<file path="src/io_bus_pkg.sv">
// Register map of the sixteen byte registers on the host bus
// All sixteen addresses decode; there are no holes in the map
package io_bus_pkg;

	localparam int NUM_PORTS = 3;

	typedef logic [7:0] byte_t;
	typedef logic [3:0] reg_addr_t;

	// Fixed version byte at address 0
	localparam int ADDR_VERSION = 0;

	// Parallel data at 1..3, parallel control at 4..6
	localparam int ADDR_DATA_BASE = 1;
	localparam int ADDR_CTRL_BASE = 4;

	// Port n: tx data, rx data, serial control/status
	localparam int ADDR_SER_BASE = 7;
	localparam int SER_STRIDE = 3;

endpackage

</file>
<file path="src/serial_pkg.sv">
// Per-port types for the pin, register and serial logic
// Serial control is written from bus data bits 7:3
package serial_pkg;

	typedef logic [6:0] pin_vec_t;
	typedef logic [3:0] baud_tick_t;

	localparam int TX_PIN = 4;
	localparam int RX_PIN = 5;
	localparam int IRQ_PIN = 6;
	localparam int OVERSAMPLE = 16;

	typedef struct packed {
		logic [1:0] baud_sel;
		logic rx_en;
		logic tx_en;
		logic rx_int_en;
	} serial_ctrl_t;

	// One-cycle strobes from the decoder
	typedef struct packed {
		logic data_we;
		logic ctrl_we;
		logic tx_we;
		logic sctrl_we;
		logic rx_rd;
	} port_strobe_t;

	typedef struct packed {
		io_bus_pkg::byte_t data_q;
		io_bus_pkg::byte_t ctrl_q;
		io_bus_pkg::byte_t tx_data;
		io_bus_pkg::byte_t rx_data;
		serial_ctrl_t sctrl;
		logic rx_error;
		logic rx_ready;
		logic tx_full;
		logic irq_pin;
		logic irq_rx;
	} port_view_t;

endpackage

</file>
<file path="src/baud_gen.sv">
`timescale 1ns/1ps
// All four ticks are one MCLK wide and coincide with the base tick
// PRESCALE of 1 gives a tick on every MCLK
module baud_gen
#(
	parameter int PRESCALE = 2
)
(
	input  logic MCLK,
	input  logic reset_i,
	output serial_pkg::baud_tick_t tick_o
);
	localparam int PW = (PRESCALE > 1) ? $clog2(PRESCALE) : 1;
	localparam logic [PW-1:0] PRE_LAST = PW'(PRESCALE - 1);

	logic [PW-1:0] pre_q;
	logic [3:0] div_q;
	logic base_tick;

	assign base_tick = (pre_q == PRE_LAST);

	always_ff @(posedge MCLK)
	begin
		if (reset_i)
		begin
			pre_q <= '0;
			div_q <= '0;
		end
		else if (base_tick)
		begin
			pre_q <= '0;
			div_q <= div_q + 4'd1;
		end
		else
			pre_q <= pre_q + 1'b1;
	end

	// Divide by 2, 4 and 16
	assign tick_o[0] = base_tick;
	assign tick_o[1] = base_tick & div_q[0];
	assign tick_o[2] = base_tick & (&div_q[1:0]);
	assign tick_o[3] = base_tick & (&div_q);

endmodule

</file>
<file path="src/bus_decode.sv">
`timescale 1ns/1ps
// Purely combinational; at most one strobe is active per bus cycle
// rx_rd follows rd_i, all other strobes follow wr_i
module bus_decode
(
	input  io_bus_pkg::reg_addr_t addr_i,
	input  logic wr_i,
	input  logic rd_i,
	output serial_pkg::port_strobe_t [io_bus_pkg::NUM_PORTS-1:0] strobe_o
);
	import io_bus_pkg::*;

	always_comb
	begin
		strobe_o = '0;
		for (int p = 0; p < NUM_PORTS; p++)
		begin
			if (addr_i == reg_addr_t'(ADDR_DATA_BASE + p))
				strobe_o[p].data_we = wr_i;

			if (addr_i == reg_addr_t'(ADDR_CTRL_BASE + p))
				strobe_o[p].ctrl_we = wr_i;

			if (addr_i == reg_addr_t'(ADDR_SER_BASE + SER_STRIDE * p))
				strobe_o[p].tx_we = wr_i;

			// Reading rx data acknowledges the byte
			if (addr_i == reg_addr_t'(ADDR_SER_BASE + SER_STRIDE * p + 1))
				strobe_o[p].rx_rd = rd_i;

			if (addr_i == reg_addr_t'(ADDR_SER_BASE + SER_STRIDE * p + 2))
				strobe_o[p].sctrl_we = wr_i;
		end
	end

endmodule

</file>
<file path="src/ctrl_port.sv">
`timescale 1ns/1ps
// One controller port; tx_en and rx_en override the direction of pins 4 and 5
// Pin inputs are used unsynchronized for readback and the pin interrupt
module ctrl_port
(
	input  logic MCLK,
	input  logic reset_i,
	input  io_bus_pkg::byte_t wdata_i,
	input  serial_pkg::port_strobe_t strobe_i,
	input  serial_pkg::baud_tick_t tick_i,
	input  serial_pkg::pin_vec_t pin_i,
	output serial_pkg::pin_vec_t pin_o,
	output serial_pkg::pin_vec_t pin_oe_o,
	output serial_pkg::port_view_t view_o
);
	import io_bus_pkg::*;
	import serial_pkg::*;

	byte_t data_q;
	byte_t ctrl_q;
	serial_ctrl_t sctrl_q;
	logic tick_sel;
	logic tx_line;
	byte_t tx_data;
	logic tx_full;
	byte_t rx_data;
	logic rx_ready;
	logic rx_error;

	always_ff @(posedge MCLK)
	begin
		if (reset_i)
		begin
			data_q <= '0;
			ctrl_q <= '0;
			sctrl_q <= '0;
		end
		else
		begin
			if (strobe_i.data_we)
				data_q <= wdata_i;
			if (strobe_i.ctrl_we)
				ctrl_q <= wdata_i;
			if (strobe_i.sctrl_we)
				sctrl_q <= serial_ctrl_t'(wdata_i[7:3]);
		end
	end

	assign tick_sel = tick_i[sctrl_q.baud_sel];

	uart_tx u_tx (
		.MCLK(MCLK),
		.reset_i(reset_i),
		.enable_i(sctrl_q.tx_en),
		.tick_i(tick_sel),
		.load_i(strobe_i.tx_we),
		.data_i(wdata_i),
		.tx_data_o(tx_data),
		.tx_full_o(tx_full),
		.line_o(tx_line)
	);

	uart_rx u_rx (
		.MCLK(MCLK),
		.reset_i(reset_i),
		.enable_i(sctrl_q.rx_en),
		.tick_i(tick_sel),
		.line_i(pin_i[RX_PIN]),
		.ack_i(strobe_i.rx_rd),
		.rx_data_o(rx_data),
		.rx_ready_o(rx_ready),
		.rx_error_o(rx_error)
	);

	always_comb
	begin
		pin_oe_o = ctrl_q[6:0];
		pin_o = data_q[6:0];
		if (sctrl_q.tx_en)
		begin
			pin_oe_o[TX_PIN] = 1'b1;
			pin_o[TX_PIN] = tx_line;
		end
		if (sctrl_q.rx_en)
			pin_oe_o[RX_PIN] = 1'b0;
	end

	always_comb
	begin
		// Data readback is bit 7 of the register over the live pins
		view_o.data_q = {data_q[7], pin_i};
		view_o.ctrl_q = ctrl_q;
		view_o.tx_data = tx_data;
		view_o.rx_data = rx_data;
		view_o.sctrl = sctrl_q;
		view_o.rx_error = rx_error;
		view_o.rx_ready = rx_ready;
		view_o.tx_full = tx_full;
		view_o.irq_pin = ~pin_i[IRQ_PIN] & ctrl_q[7];
		view_o.irq_rx = rx_ready & sctrl_q.rx_int_en;
	end

endmodule

</file>
<file path="src/io_ctrl_top.sv">
`timescale 1ns/1ps
// Three-port I/O controller on a simple byte register bus
// int_o is an active-high level, pins are indexed by port
module io_ctrl_top
#(
	parameter int PRESCALE = 2,
	parameter io_bus_pkg::byte_t VERSION = 8'h01
)
(
	input  logic MCLK,
	input  logic reset_i,
	input  io_bus_pkg::reg_addr_t addr_i,
	input  io_bus_pkg::byte_t wdata_i,
	input  logic wr_i,
	input  logic rd_i,
	output io_bus_pkg::byte_t rdata_o,
	input  serial_pkg::pin_vec_t [io_bus_pkg::NUM_PORTS-1:0] pins_i,
	output serial_pkg::pin_vec_t [io_bus_pkg::NUM_PORTS-1:0] pins_o,
	output serial_pkg::pin_vec_t [io_bus_pkg::NUM_PORTS-1:0] pins_oe_o,
	output logic int_o
);
	import io_bus_pkg::*;
	import serial_pkg::*;

	port_strobe_t [NUM_PORTS-1:0] strobe;
	port_view_t [NUM_PORTS-1:0] view;
	baud_tick_t tick;

	baud_gen #(.PRESCALE(PRESCALE)) u_baud (
		.MCLK(MCLK),
		.reset_i(reset_i),
		.tick_o(tick)
	);

	bus_decode u_decode (
		.addr_i(addr_i),
		.wr_i(wr_i),
		.rd_i(rd_i),
		.strobe_o(strobe)
	);

	for (genvar p = 0; p < NUM_PORTS; p++)
	begin : g_port
		ctrl_port u_port (
			.MCLK(MCLK),
			.reset_i(reset_i),
			.wdata_i(wdata_i),
			.strobe_i(strobe[p]),
			.tick_i(tick),
			.pin_i(pins_i[p]),
			.pin_o(pins_o[p]),
			.pin_oe_o(pins_oe_o[p]),
			.view_o(view[p])
		);
	end

	read_mux #(.VERSION(VERSION)) u_rmux (
		.addr_i(addr_i),
		.view_i(view),
		.rdata_o(rdata_o),
		.int_o(int_o)
	);

endmodule

</file>
<file path="src/read_mux.sv">
`timescale 1ns/1ps
// Read data is combinational from the address, no read strobe needed
module read_mux
#(
	parameter io_bus_pkg::byte_t VERSION = 8'h01
)
(
	input  io_bus_pkg::reg_addr_t addr_i,
	input  serial_pkg::port_view_t [io_bus_pkg::NUM_PORTS-1:0] view_i,
	output io_bus_pkg::byte_t rdata_o,
	output logic int_o
);
	import io_bus_pkg::*;

	always_comb
	begin
		rdata_o = '0;
		if (addr_i == reg_addr_t'(ADDR_VERSION))
			rdata_o = VERSION;
		for (int p = 0; p < NUM_PORTS; p++)
		begin
			if (addr_i == reg_addr_t'(ADDR_DATA_BASE + p))
				rdata_o = view_i[p].data_q;
			if (addr_i == reg_addr_t'(ADDR_CTRL_BASE + p))
				rdata_o = view_i[p].ctrl_q;
			if (addr_i == reg_addr_t'(ADDR_SER_BASE + SER_STRIDE * p))
				rdata_o = view_i[p].tx_data;
			if (addr_i == reg_addr_t'(ADDR_SER_BASE + SER_STRIDE * p + 1))
				rdata_o = view_i[p].rx_data;
			// Status: control bits over error, ready, full
			if (addr_i == reg_addr_t'(ADDR_SER_BASE + SER_STRIDE * p + 2))
				rdata_o = {view_i[p].sctrl, view_i[p].rx_error,
					view_i[p].rx_ready, view_i[p].tx_full};
		end
	end

	always_comb
	begin
		int_o = 1'b0;
		for (int p = 0; p < NUM_PORTS; p++)
			int_o = int_o | view_i[p].irq_pin | view_i[p].irq_rx;
	end

endmodule

</file>
<file path="src/uart_rx.sv">
`timescale 1ns/1ps
// 8N1 receiver at 16x oversampling; the line passes a two-flop synchronizer
// A new frame overwrites data and flags even if the last byte was not read
module uart_rx
(
	input  logic MCLK,
	input  logic reset_i,
	input  logic enable_i,
	input  logic tick_i,
	input  logic line_i,
	input  logic ack_i,
	output io_bus_pkg::byte_t rx_data_o,
	output logic rx_ready_o,
	output logic rx_error_o
);
	import io_bus_pkg::*;
	import serial_pkg::*;

	localparam logic [3:0] LAST_TICK = 4'(OVERSAMPLE - 1);
	localparam logic [3:0] MID_TICK = 4'(OVERSAMPLE / 2 - 1);
	localparam logic [3:0] STOP_BIT = 4'd9;

	logic [1:0] sync_q;
	logic line;
	logic active_q;
	logic [3:0] tick_cnt;
	logic [3:0] bit_cnt;
	byte_t shift_q;
	byte_t data_q;
	logic ready_q;
	logic error_q;
	logic sample;
	logic stop_hit;

	assign line = sync_q[1];

	// Start bit checked at mid-point, later bits one full bit apart
	always_comb
	begin
		if (bit_cnt == 4'd0)
			sample = enable_i & active_q & tick_i & (tick_cnt == MID_TICK);
		else
			sample = enable_i & active_q & tick_i & (tick_cnt == LAST_TICK);
	end

	assign stop_hit = sample & (bit_cnt == STOP_BIT);

	always_ff @(posedge MCLK)
	begin
		if (reset_i)
			sync_q <= 2'b11;
		else
			sync_q <= {sync_q[0], line_i};
	end

	always_ff @(posedge MCLK)
	begin
		if (reset_i)
		begin
			active_q <= 1'b0;
			tick_cnt <= '0;
			bit_cnt <= '0;
		end
		else if (!enable_i)
			active_q <= 1'b0;
		else if (!active_q)
		begin
			if (tick_i && !line)
			begin
				active_q <= 1'b1;
				tick_cnt <= '0;
				bit_cnt <= '0;
			end
		end
		else if (sample)
		begin
			tick_cnt <= '0;
			// False start or end of frame
			if ((bit_cnt == 4'd0 && line) || bit_cnt == STOP_BIT)
				active_q <= 1'b0;
			else
				bit_cnt <= bit_cnt + 4'd1;
		end
		else if (tick_i)
			tick_cnt <= tick_cnt + 4'd1;
	end

	always_ff @(posedge MCLK)
	begin
		if (sample && bit_cnt != 4'd0 && bit_cnt != STOP_BIT)
			shift_q <= {line, shift_q[7:1]};
		if (stop_hit)
			data_q <= shift_q;
	end

	always_ff @(posedge MCLK)
	begin
		if (reset_i)
		begin
			ready_q <= 1'b0;
			error_q <= 1'b0;
		end
		else if (stop_hit)
		begin
			ready_q <= 1'b1;
			error_q <= ~line;
		end
		else if (ack_i)
		begin
			ready_q <= 1'b0;
			error_q <= 1'b0;
		end
	end

	assign rx_data_o = data_q;
	assign rx_ready_o = ready_q;
	assign rx_error_o = error_q;

endmodule

</file>
<file path="src/uart_tx.sv">
`timescale 1ns/1ps
// 8N1 transmitter, one holding byte; a write while full replaces it
// Frame start is paced by the selected tick, so latency varies
module uart_tx
(
	input  logic MCLK,
	input  logic reset_i,
	input  logic enable_i,
	input  logic tick_i,
	input  logic load_i,
	input  io_bus_pkg::byte_t data_i,
	output io_bus_pkg::byte_t tx_data_o,
	output logic tx_full_o,
	output logic line_o
);
	import io_bus_pkg::*;
	import serial_pkg::*;

	localparam logic [3:0] LAST_TICK = 4'(OVERSAMPLE - 1);
	localparam logic [3:0] LAST_BIT = 4'd9;

	byte_t hold_q;
	logic full_q;
	logic busy_q;
	logic [9:0] shift_q;
	logic [3:0] tick_cnt;
	logic [3:0] bit_cnt;
	logic start;
	logic bit_end;

	assign start = enable_i & tick_i & full_q & ~busy_q;
	assign bit_end = busy_q & tick_i & (tick_cnt == LAST_TICK);

	always_ff @(posedge MCLK)
	begin
		if (load_i)
			hold_q <= data_i;
	end

	always_ff @(posedge MCLK)
	begin
		if (reset_i)
			full_q <= 1'b0;
		else if (load_i)
			full_q <= 1'b1;
		else if (start)
			full_q <= 1'b0;
	end

	always_ff @(posedge MCLK)
	begin
		if (reset_i)
		begin
			busy_q <= 1'b0;
			tick_cnt <= '0;
			bit_cnt <= '0;
		end
		else if (!enable_i)
			busy_q <= 1'b0;
		else if (start)
		begin
			busy_q <= 1'b1;
			tick_cnt <= '0;
			bit_cnt <= '0;
		end
		else if (bit_end)
		begin
			tick_cnt <= '0;
			if (bit_cnt == LAST_BIT)
				busy_q <= 1'b0;
			else
				bit_cnt <= bit_cnt + 4'd1;
		end
		else if (busy_q && tick_i)
			tick_cnt <= tick_cnt + 4'd1;
	end

	// Stop, data LSB first, start
	always_ff @(posedge MCLK)
	begin
		if (start)
			shift_q <= {1'b1, hold_q, 1'b0};
		else if (bit_end)
			shift_q <= {1'b1, shift_q[9:1]};
	end

	assign line_o = busy_q ? shift_q[0] : 1'b1;
	assign tx_data_o = hold_q;
	assign tx_full_o = full_q;

endmodule
</file>
<file path="config.mk">
export PLATFORM = sky130hd
export DESIGN_NAME = io_ctrl_top
export DESIGN_NICKNAME = d
export VERILOG_FILES = /design/src/io_bus_pkg.sv /design/src/serial_pkg.sv /design/src/baud_gen.sv /design/src/bus_decode.sv /design/src/ctrl_port.sv /design/src/io_ctrl_top.sv /design/src/read_mux.sv /design/src/uart_rx.sv /design/src/uart_tx.sv
export SDC_FILE = /design/constraint.sdc
export NUM_CORES = 1
export LEC_CHECK = 0
export BUFFER_PORTS_ARGS = -buffer_cell sky130_fd_sc_hd__buf_2
export CAP_MARGIN = 30
export CELL_PAD_IN_SITES_DETAIL_PLACEMENT = 0
export CELL_PAD_IN_SITES_GLOBAL_PLACEMENT = 1
export CORE_UTILIZATION = 43
export DETAILED_ROUTE_END_ITERATION = 7
export HOLD_SLACK_MARGIN = 0.06
export PLACE_DENSITY_LB_ADDON = 0.25
export SYNTH_ARGS = -nofsm -noshare
export SYNTH_HDL_FRONTEND = slang
export SYNTH_SLANG_ARGS = --single-unit
</file>
<file path="constraint.sdc">
create_clock -name MCLK -period 2.6 [get_ports MCLK]
set_input_delay 0.52 -clock MCLK [delete_from_list [all_inputs] [get_ports MCLK]]
set_output_delay 0.52 -clock MCLK [all_outputs]
set_load 0.05 [all_outputs]
</file>
* Word level (Yosys, flattened, before mapping)
Cells that the tools add are included.
Storage, ports and cells: bits of input ports 37, output and inout port bits 51, logic and storage cells 389, flip-flop bits (word level) 236
Operators by class: bitwise gates (word level) 59, add/subtract/negate cells 14, reduce and logical (&&, ||, !) cells 70, equality and inequality tests 45, order comparisons 3, muxes and demuxes 133
Operators with widths (count):
- 2-to-1 mux 4 bit | 39
- 2-to-1 mux 8 bit | 15
- equality test 4 bit (second input constant) | 20
- 2-to-1 mux 1 bit | 70
- 2-to-1 mux 9 bit | 6
- adder 4 x 1 -> 4 bit (second input constant) | 13
- bitwise AND 1 bit | 39
- nonzero test 2 bit | 15
- equality test 4 x 3 -> 1 bit (second input constant) | 7
- AND reduction 3 bit | 6
- zero test 4 bit | 4
- AND reduction 4 bit | 4
- logical AND 1 bit | 15
- inverter 1 bit | 15
- AND reduction 2 bit | 7
- OR reduction 2 bit | 7
- inequality test 2 bit (second input constant) | 6
- inequality test 4 bit (second input constant) | 3
- nonzero test 4 bit | 3
- less-than comparator 2 x 3 -> 1 bit (second input constant) | 3
- inequality test 3 x 2 -> 1 bit (second input constant) | 3
- nonzero test 3 bit | 3
- equality test 4 x 2 -> 1 bit (second input constant) | 2
- binary-select mux 1 bit (select 2 bit) | 3
- 6 further kinds | 16

* Depth between registers and ports, before layout
word-level depth 17, mapped depth 9, depth with buffers taken out 9

* Cells and area by module
Synthesis repeated with hierarchy kept, for this count alone.
Second synthesis, totals: cells, all modules 1183, area total of the unflattened synthesis 12070.3 um^2
By module, submodules not included:
- uart_rx | times used 3, area an instance 1257.5 um^2, seq. area each 740.7 um^2, cells an instance 107
- uart_tx | times used 3, area an instance 1179.9 um^2, seq. area each 700.7 um^2, cells an instance 99
- ctrl_port | times used 3, area an instance 960.9 um^2, seq. area each 420.4 um^2, cells an instance 96
- read_mux | times used 1, area an instance 1490.2 um^2, seq. area each 0.0 um^2, cells an instance 229
- baud_gen | times used 1, area an instance 249.0 um^2, seq. area each 100.1 um^2, cells an instance 23
- bus_decode | times used 1, area an instance 136.4 um^2, seq. area each 0.0 um^2, cells an instance 25

* Worst setup path after synthesis
No wires, ideal clock.
kind input-to-output, from input addr_i[0], to output rdata_o[0], stages on the path 7, setup slack -696 ps, required time 2080 ps, path buffers 3, arrival 2776 ps, cells stage by stage buf_2 > buf_1 > clkbuf_1 > o21ai_0 > a21oi_1 > o311ai_0 > o21ai_0
On the way: longest elaborated chain between the ends 17, elaborated cells between the ends (all ways) 32, classes of those cells 15 x eq/ne; 16 x mux; 1 x reduce/logical
Ends and longest elaborated chain:
- start: declaration | line io_ctrl_top.sv:12 | input io_bus_pkg::reg_addr_t addr_i,
- zero test 4 bit | line read_mux.sv:18 | if (addr_i == reg_addr_t'(ADDR_VERSION))
- 2-to-1 mux 1 bit | line read_mux.sv:18
- 2-to-1 mux 8 bit | line read_mux.sv:22 | if (addr_i == reg_addr_t'(ADDR_DATA_BASE + p))
- 2-to-1 mux 8 bit | line read_mux.sv:24 | if (addr_i == reg_addr_t'(ADDR_CTRL_BASE + p))
- 2-to-1 mux 8 bit | line read_mux.sv:26 | if (addr_i == reg_addr_t'(ADDR_SER_BASE + SER_STRIDE * p))
- 2-to-1 mux 8 bit | line read_mux.sv:28 | if (addr_i == reg_addr_t'(ADDR_SER_BASE + SER_STRIDE * p + 1))
- 2-to-1 mux 8 bit | line read_mux.sv:31 | if (addr_i == reg_addr_t'(ADDR_SER_BASE + SER_STRIDE * p + 2))
- 2-to-1 mux 8 bit | line read_mux.sv:22
- 2-to-1 mux 8 bit | line read_mux.sv:24
- 2-to-1 mux 8 bit | line read_mux.sv:26
- 2-to-1 mux 8 bit | line read_mux.sv:28
- 2-to-1 mux 8 bit | line read_mux.sv:31
- 2-to-1 mux 8 bit | line read_mux.sv:22
- 2-to-1 mux 8 bit | line read_mux.sv:24
- 2-to-1 mux 8 bit | line read_mux.sv:26
- 2-to-1 mux 8 bit | line read_mux.sv:28
- 2-to-1 mux 8 bit * | line read_mux.sv:31
- end: declaration | line io_ctrl_top.sv:16 | output io_bus_pkg::byte_t rdata_o,
Every way passes the cells marked *; elsewhere a longest branch is shown, timed or not.

* Worst setup path after layout
from input addr_i[2], to output rdata_o[1]
On the way: longest elaborated chain between the ends 16, elaborated cells between the ends (all ways) 30, classes of those cells 15 x eq/ne; 15 x mux
Ends and longest elaborated chain (line):
- equality test 4 x 1 -> 1 bit | read_mux.sv:22
- 2-to-1 mux 8 bit | read_mux.sv:22
- 2-to-1 mux 8 bit | read_mux.sv:24
- 2-to-1 mux 8 bit | read_mux.sv:26
- 2-to-1 mux 8 bit | read_mux.sv:28
- 2-to-1 mux 8 bit | read_mux.sv:31
- 2-to-1 mux 8 bit | read_mux.sv:22
- 2-to-1 mux 8 bit | read_mux.sv:24
- 2-to-1 mux 8 bit | read_mux.sv:26
- 2-to-1 mux 8 bit | read_mux.sv:28
- 2-to-1 mux 8 bit | read_mux.sv:31
- 2-to-1 mux 8 bit | read_mux.sv:22
- 2-to-1 mux 8 bit | read_mux.sv:24
- 2-to-1 mux 8 bit | read_mux.sv:26
- 2-to-1 mux 8 bit | read_mux.sv:28
- 2-to-1 mux 8 bit * | read_mux.sv:31
Marked as above.

==> impl_metrics.ini <==
[setup_path]
critical_path_buf_inv_count = 5
crit_path_end_kind = output port
rr_endpoint = g_port[2].u_port.u_rx.rx_error_o
cpLargestDelayFamily = simple AND/OR/NAND/NOR gates
arrival_ps = 2120
critPathLaunchType = input port
path_max_fanout = 6
worstReg2RegStart = u_baud.div_q[1]
critPathMostFrequentCell = buf_12
crit_chain = buf_12 -> buf_12 -> buf_16 -> nor4bb_4 -> nand2_2 -> o211ai_1 -> buf_4 -> a2111oi_4 -> nor3_4 -> buf_6
r2r_cells = 8
crit_start = addr_i[2]
cp_slowest_cell = nor4bb_4
worstPathRequired_ps = 2080
r2r_slack_ps = 330
crit_type = in2out
slowest_delay_ps = 360
critical_path.endpoint = rdata_o[1]
cp.depth = 10

[route]
vias_per_cell = 5.79
wl_met1_um = 16200
wl_met3_um = 2190
wl_per_cell_um = 21.1
vias = 9811
drt_pass1_iterations = 8
top_layer_used = met4
ant_nets = 0
dr.first_iter.drc_count = 905
drt_wl_total_um = 35700
wl_met2_um = 16200
drc = 6

[timing]
period_needed_ps = 2640
rsz0062_at_grt = true
max_clock_freq_mhz = 378
setup_tns_ps = -75.3
tightestPinTransition_ps = 558
drv_slew = 0
hold_slack_ps = 219
fin_worst_skew_ps = 8.13
setup-violations-final = 3
relSlewSlack_pct = 62.8
hold_viol_final = 0
fin_crit_sh_pct = 102
setup_slack_ps = -44.1

[clocking]
cts.reportedPaths.clkPinSlew_ps = 60
cts_buffers = 27
h-tree-depth = 1
root_buffer = clkbuf_16
insertion_delay_ps = 530
clock_path_buffers = 3
cts_sinks = 236
cts_tree = built
hold_buffers = 0

[synthesis]
syn_inst = 1186
yosysWarnings = 0
yosysSeqAreaShare_pct = 49.2
ys_types = 80
async_flop_share_pct = 0
synth.avg_cell_area_sq_um = 9.74
ys_ff_latch = 236
mappedNetlistNets = 1245
synthesis.area_sq_um = 11600
synth_edf_count = 96
synthFlopType = dfxtp_1

[global_routing]
grt_pass1_vias = 9360
grt_antenna_before_repair = 0
grt_usage_pct = 25.4
grt_pass1_wl_um = 54400
grt-ovfl-total = 0
grt_start_max_net_pins = 49

[status]
outcome = finished, violations left
violations = design-rule violations, negative setup slack

[finish]
utilization_pct = 55.9
area_growth_pct = 26.8
multiInputGateArea_sq_um = 5540
fill_cells = 2296
insertedDiodeCount = 0
final_nets = 1398
final_common_cell = dfxtp_1
most-common-layout-cells = 138 x dfxtp_1, 130 x buf_4, 114 x nor2_1, 96 x edfxtp_1, 83 x nand2_1
drive_gt1_share_pct = 27.9
regArea_sq_um = 5690

[floorplanning]
die_h_um = 166
initial_core_util_pct = 44.1
core-area_sq_um = 26200
io_pins = 88
die_area_sq_um = 27500
fp.dieW_um = 166
rows = 59

[placed_design]
dp_hpwl_um = 25200
numPortBuffers = 87
place_congestion = 0.946

[power_and_ir_drop]
power_frac_comb_pct = 10.5
leakagePower_uw = 0.00582
p_sw_share_pct = 24.3
p_per_area_nw_per_um2 = 608
p_int_uw = 6740
peakVddDrop_uv = 406
clockPowerShare_pct = 45.7
pwr-share-seq_pct = 43.7
p_sw_uw = 2160

[worst_hold_path]
min_path_type = in2reg

[job]
maxCapViolCount = 0
[power groups by stage]
| stage | clock network (uW) | logic, uW | registers [uW] |
|---|---|---|---|
| after floorplan | 0 | 465 | 3960 |
| after global placement | 0 | 763 | 3980 |
| after detailed placement | 0 | 763 | 3980 |
| after CTS | 4150 | 871 | 3890 |
| after global routing | 4290 | 980 | 3900 |
| final | 4070 | 936 | 3900 |
[stage by stage]
step / worst slack [ps] / total power [uW] / cells / cell area, sq um
3_3_place_gp: -378 / 4740 / 1618 / 12900
3_5_place_dp: -383 / 4740 / 1618 / 12900
6_report: -44.1 / 8910 / 1694 / 14600
2_1_floorplan: 5.29 / 4430 / 1186 / 11700
5_1_grt: -63.8 / 9170 / 1694 / 14600
4_1_cts: -6.14 / 8910 / 1680 / 14300
[kinds of logic (layout without fill, tap and decap cells)]
kind of cell | Yosys count | after routing | synth area share [%]
AND/OR/NAND/NOR | 431 | 431 | 19.6
AO/OA/AOI/OAI | 276 | 276 | 16.2
flip-flops | 236 | 236 | 49.2
buffers and inverters | 143 | 316 | 5.96
multiplexers | 64 | 64 | 5.58
adder cells (fa/ha/maj) | 22 | 22 | 2.38
XOR/XNOR | 14 | 14 | 1.06
[layout make-up]
type / instances / share of cell area [%]
Tap cell: 335 / 2.86
Inverter: 33 / 0.863
Sequential cell: 236 / 38.8
Timing Repair Buffer: 234 / 13.1
Multi-Input combinational cell: 807 / 37.8
Clock buffer: 30 / 4.90
Clock inverter: 19 / 1.66
[layer usage]
metal | track usage, % | vias to the layer above
li1 | - | 4655
met3 | 3.65 | 69
met2 | 39.9 | 331
met4 | 8.53 | 0
met1 | 35.7 | 4756
met5 | 0 | -
[worst min path at each step]
stage	endpoint	depth (start not counted)	startpoint	slack, ps
floorplan	g_port[0].u_port.u_rx.sync_q[1]	1	g_port[0].u_port.u_rx.sync_q[0]	390
global placement	g_port[1].u_port.u_rx.sync_q[1]	1	g_port[1].u_port.u_rx.sync_q[0]	390
detailed placement	g_port[0].u_port.u_rx.sync_q[1]	1	g_port[0].u_port.u_rx.sync_q[0]	390
CTS	g_port[1].u_port.u_rx.sync_q[0]	2	pins_i[12]	200
global route	g_port[1].u_port.u_rx.sync_q[0]	2	pins_i[12]	210
finish	g_port[1].u_port.u_rx.sync_q[0]	2	pins_i[12]	220
[state kept, by name (all words and copies together) (netlist names), 15 cells and up]
register and flops:
g_port.u_port.ctrl_q 24, g_port.u_port.data_q 24, g_port.u_port.u_rx.rx_data_o 24, g_port.u_port.u_rx.shift_q 24
g_port.u_port.u_tx.shift_q 27, g_port.u_port.u_tx.tx_data_o 24, g_port.u_port.view_o 15
[worst reg2reg max path, stage by stage, from the launching register on]
cell and delay, ps:
dfxtp_1 350, ha_1 240, nor2b_1 90, a311o_1 370, nor3_2 350, nand2_1 170, inv_2 190, mux2_2 350
nor2_1 80
[cell usage after synthesis, types with 20 or more instances]
library cell | n | area share [%]
a22o_1 | 24 | 1.8
ha_1 | 22 | 2.4
dfxtp_1 | 140 | 24
mux2i_1 | 61 | 5.3
nand3_1 | 38 | 1.6
clkbuf_1 | 55 | 1.8
nor2_1 | 117 | 3.8
inv_1 | 31 | 1.0
nand4_1 | 22 | 1.2
nand2b_1 | 22 | 1.2
buf_4 | 35 | 2.3
edfxtp_1 | 96 | 25
a21oi_1 | 88 | 3.8
o21ai_0 | 45 | 1.9
nor2b_1 | 20 | 1.1
nand2_1 | 88 | 2.9
[timing repair]
action | CTS | global route
endpoints found under the setup margin | 8 | 8
resized for setup | 71 | 50
setup buffers | 7 | 14
gates cloned | 7 | 1
pin swaps | 21 | 27
(Power assumes the default switching activity.)
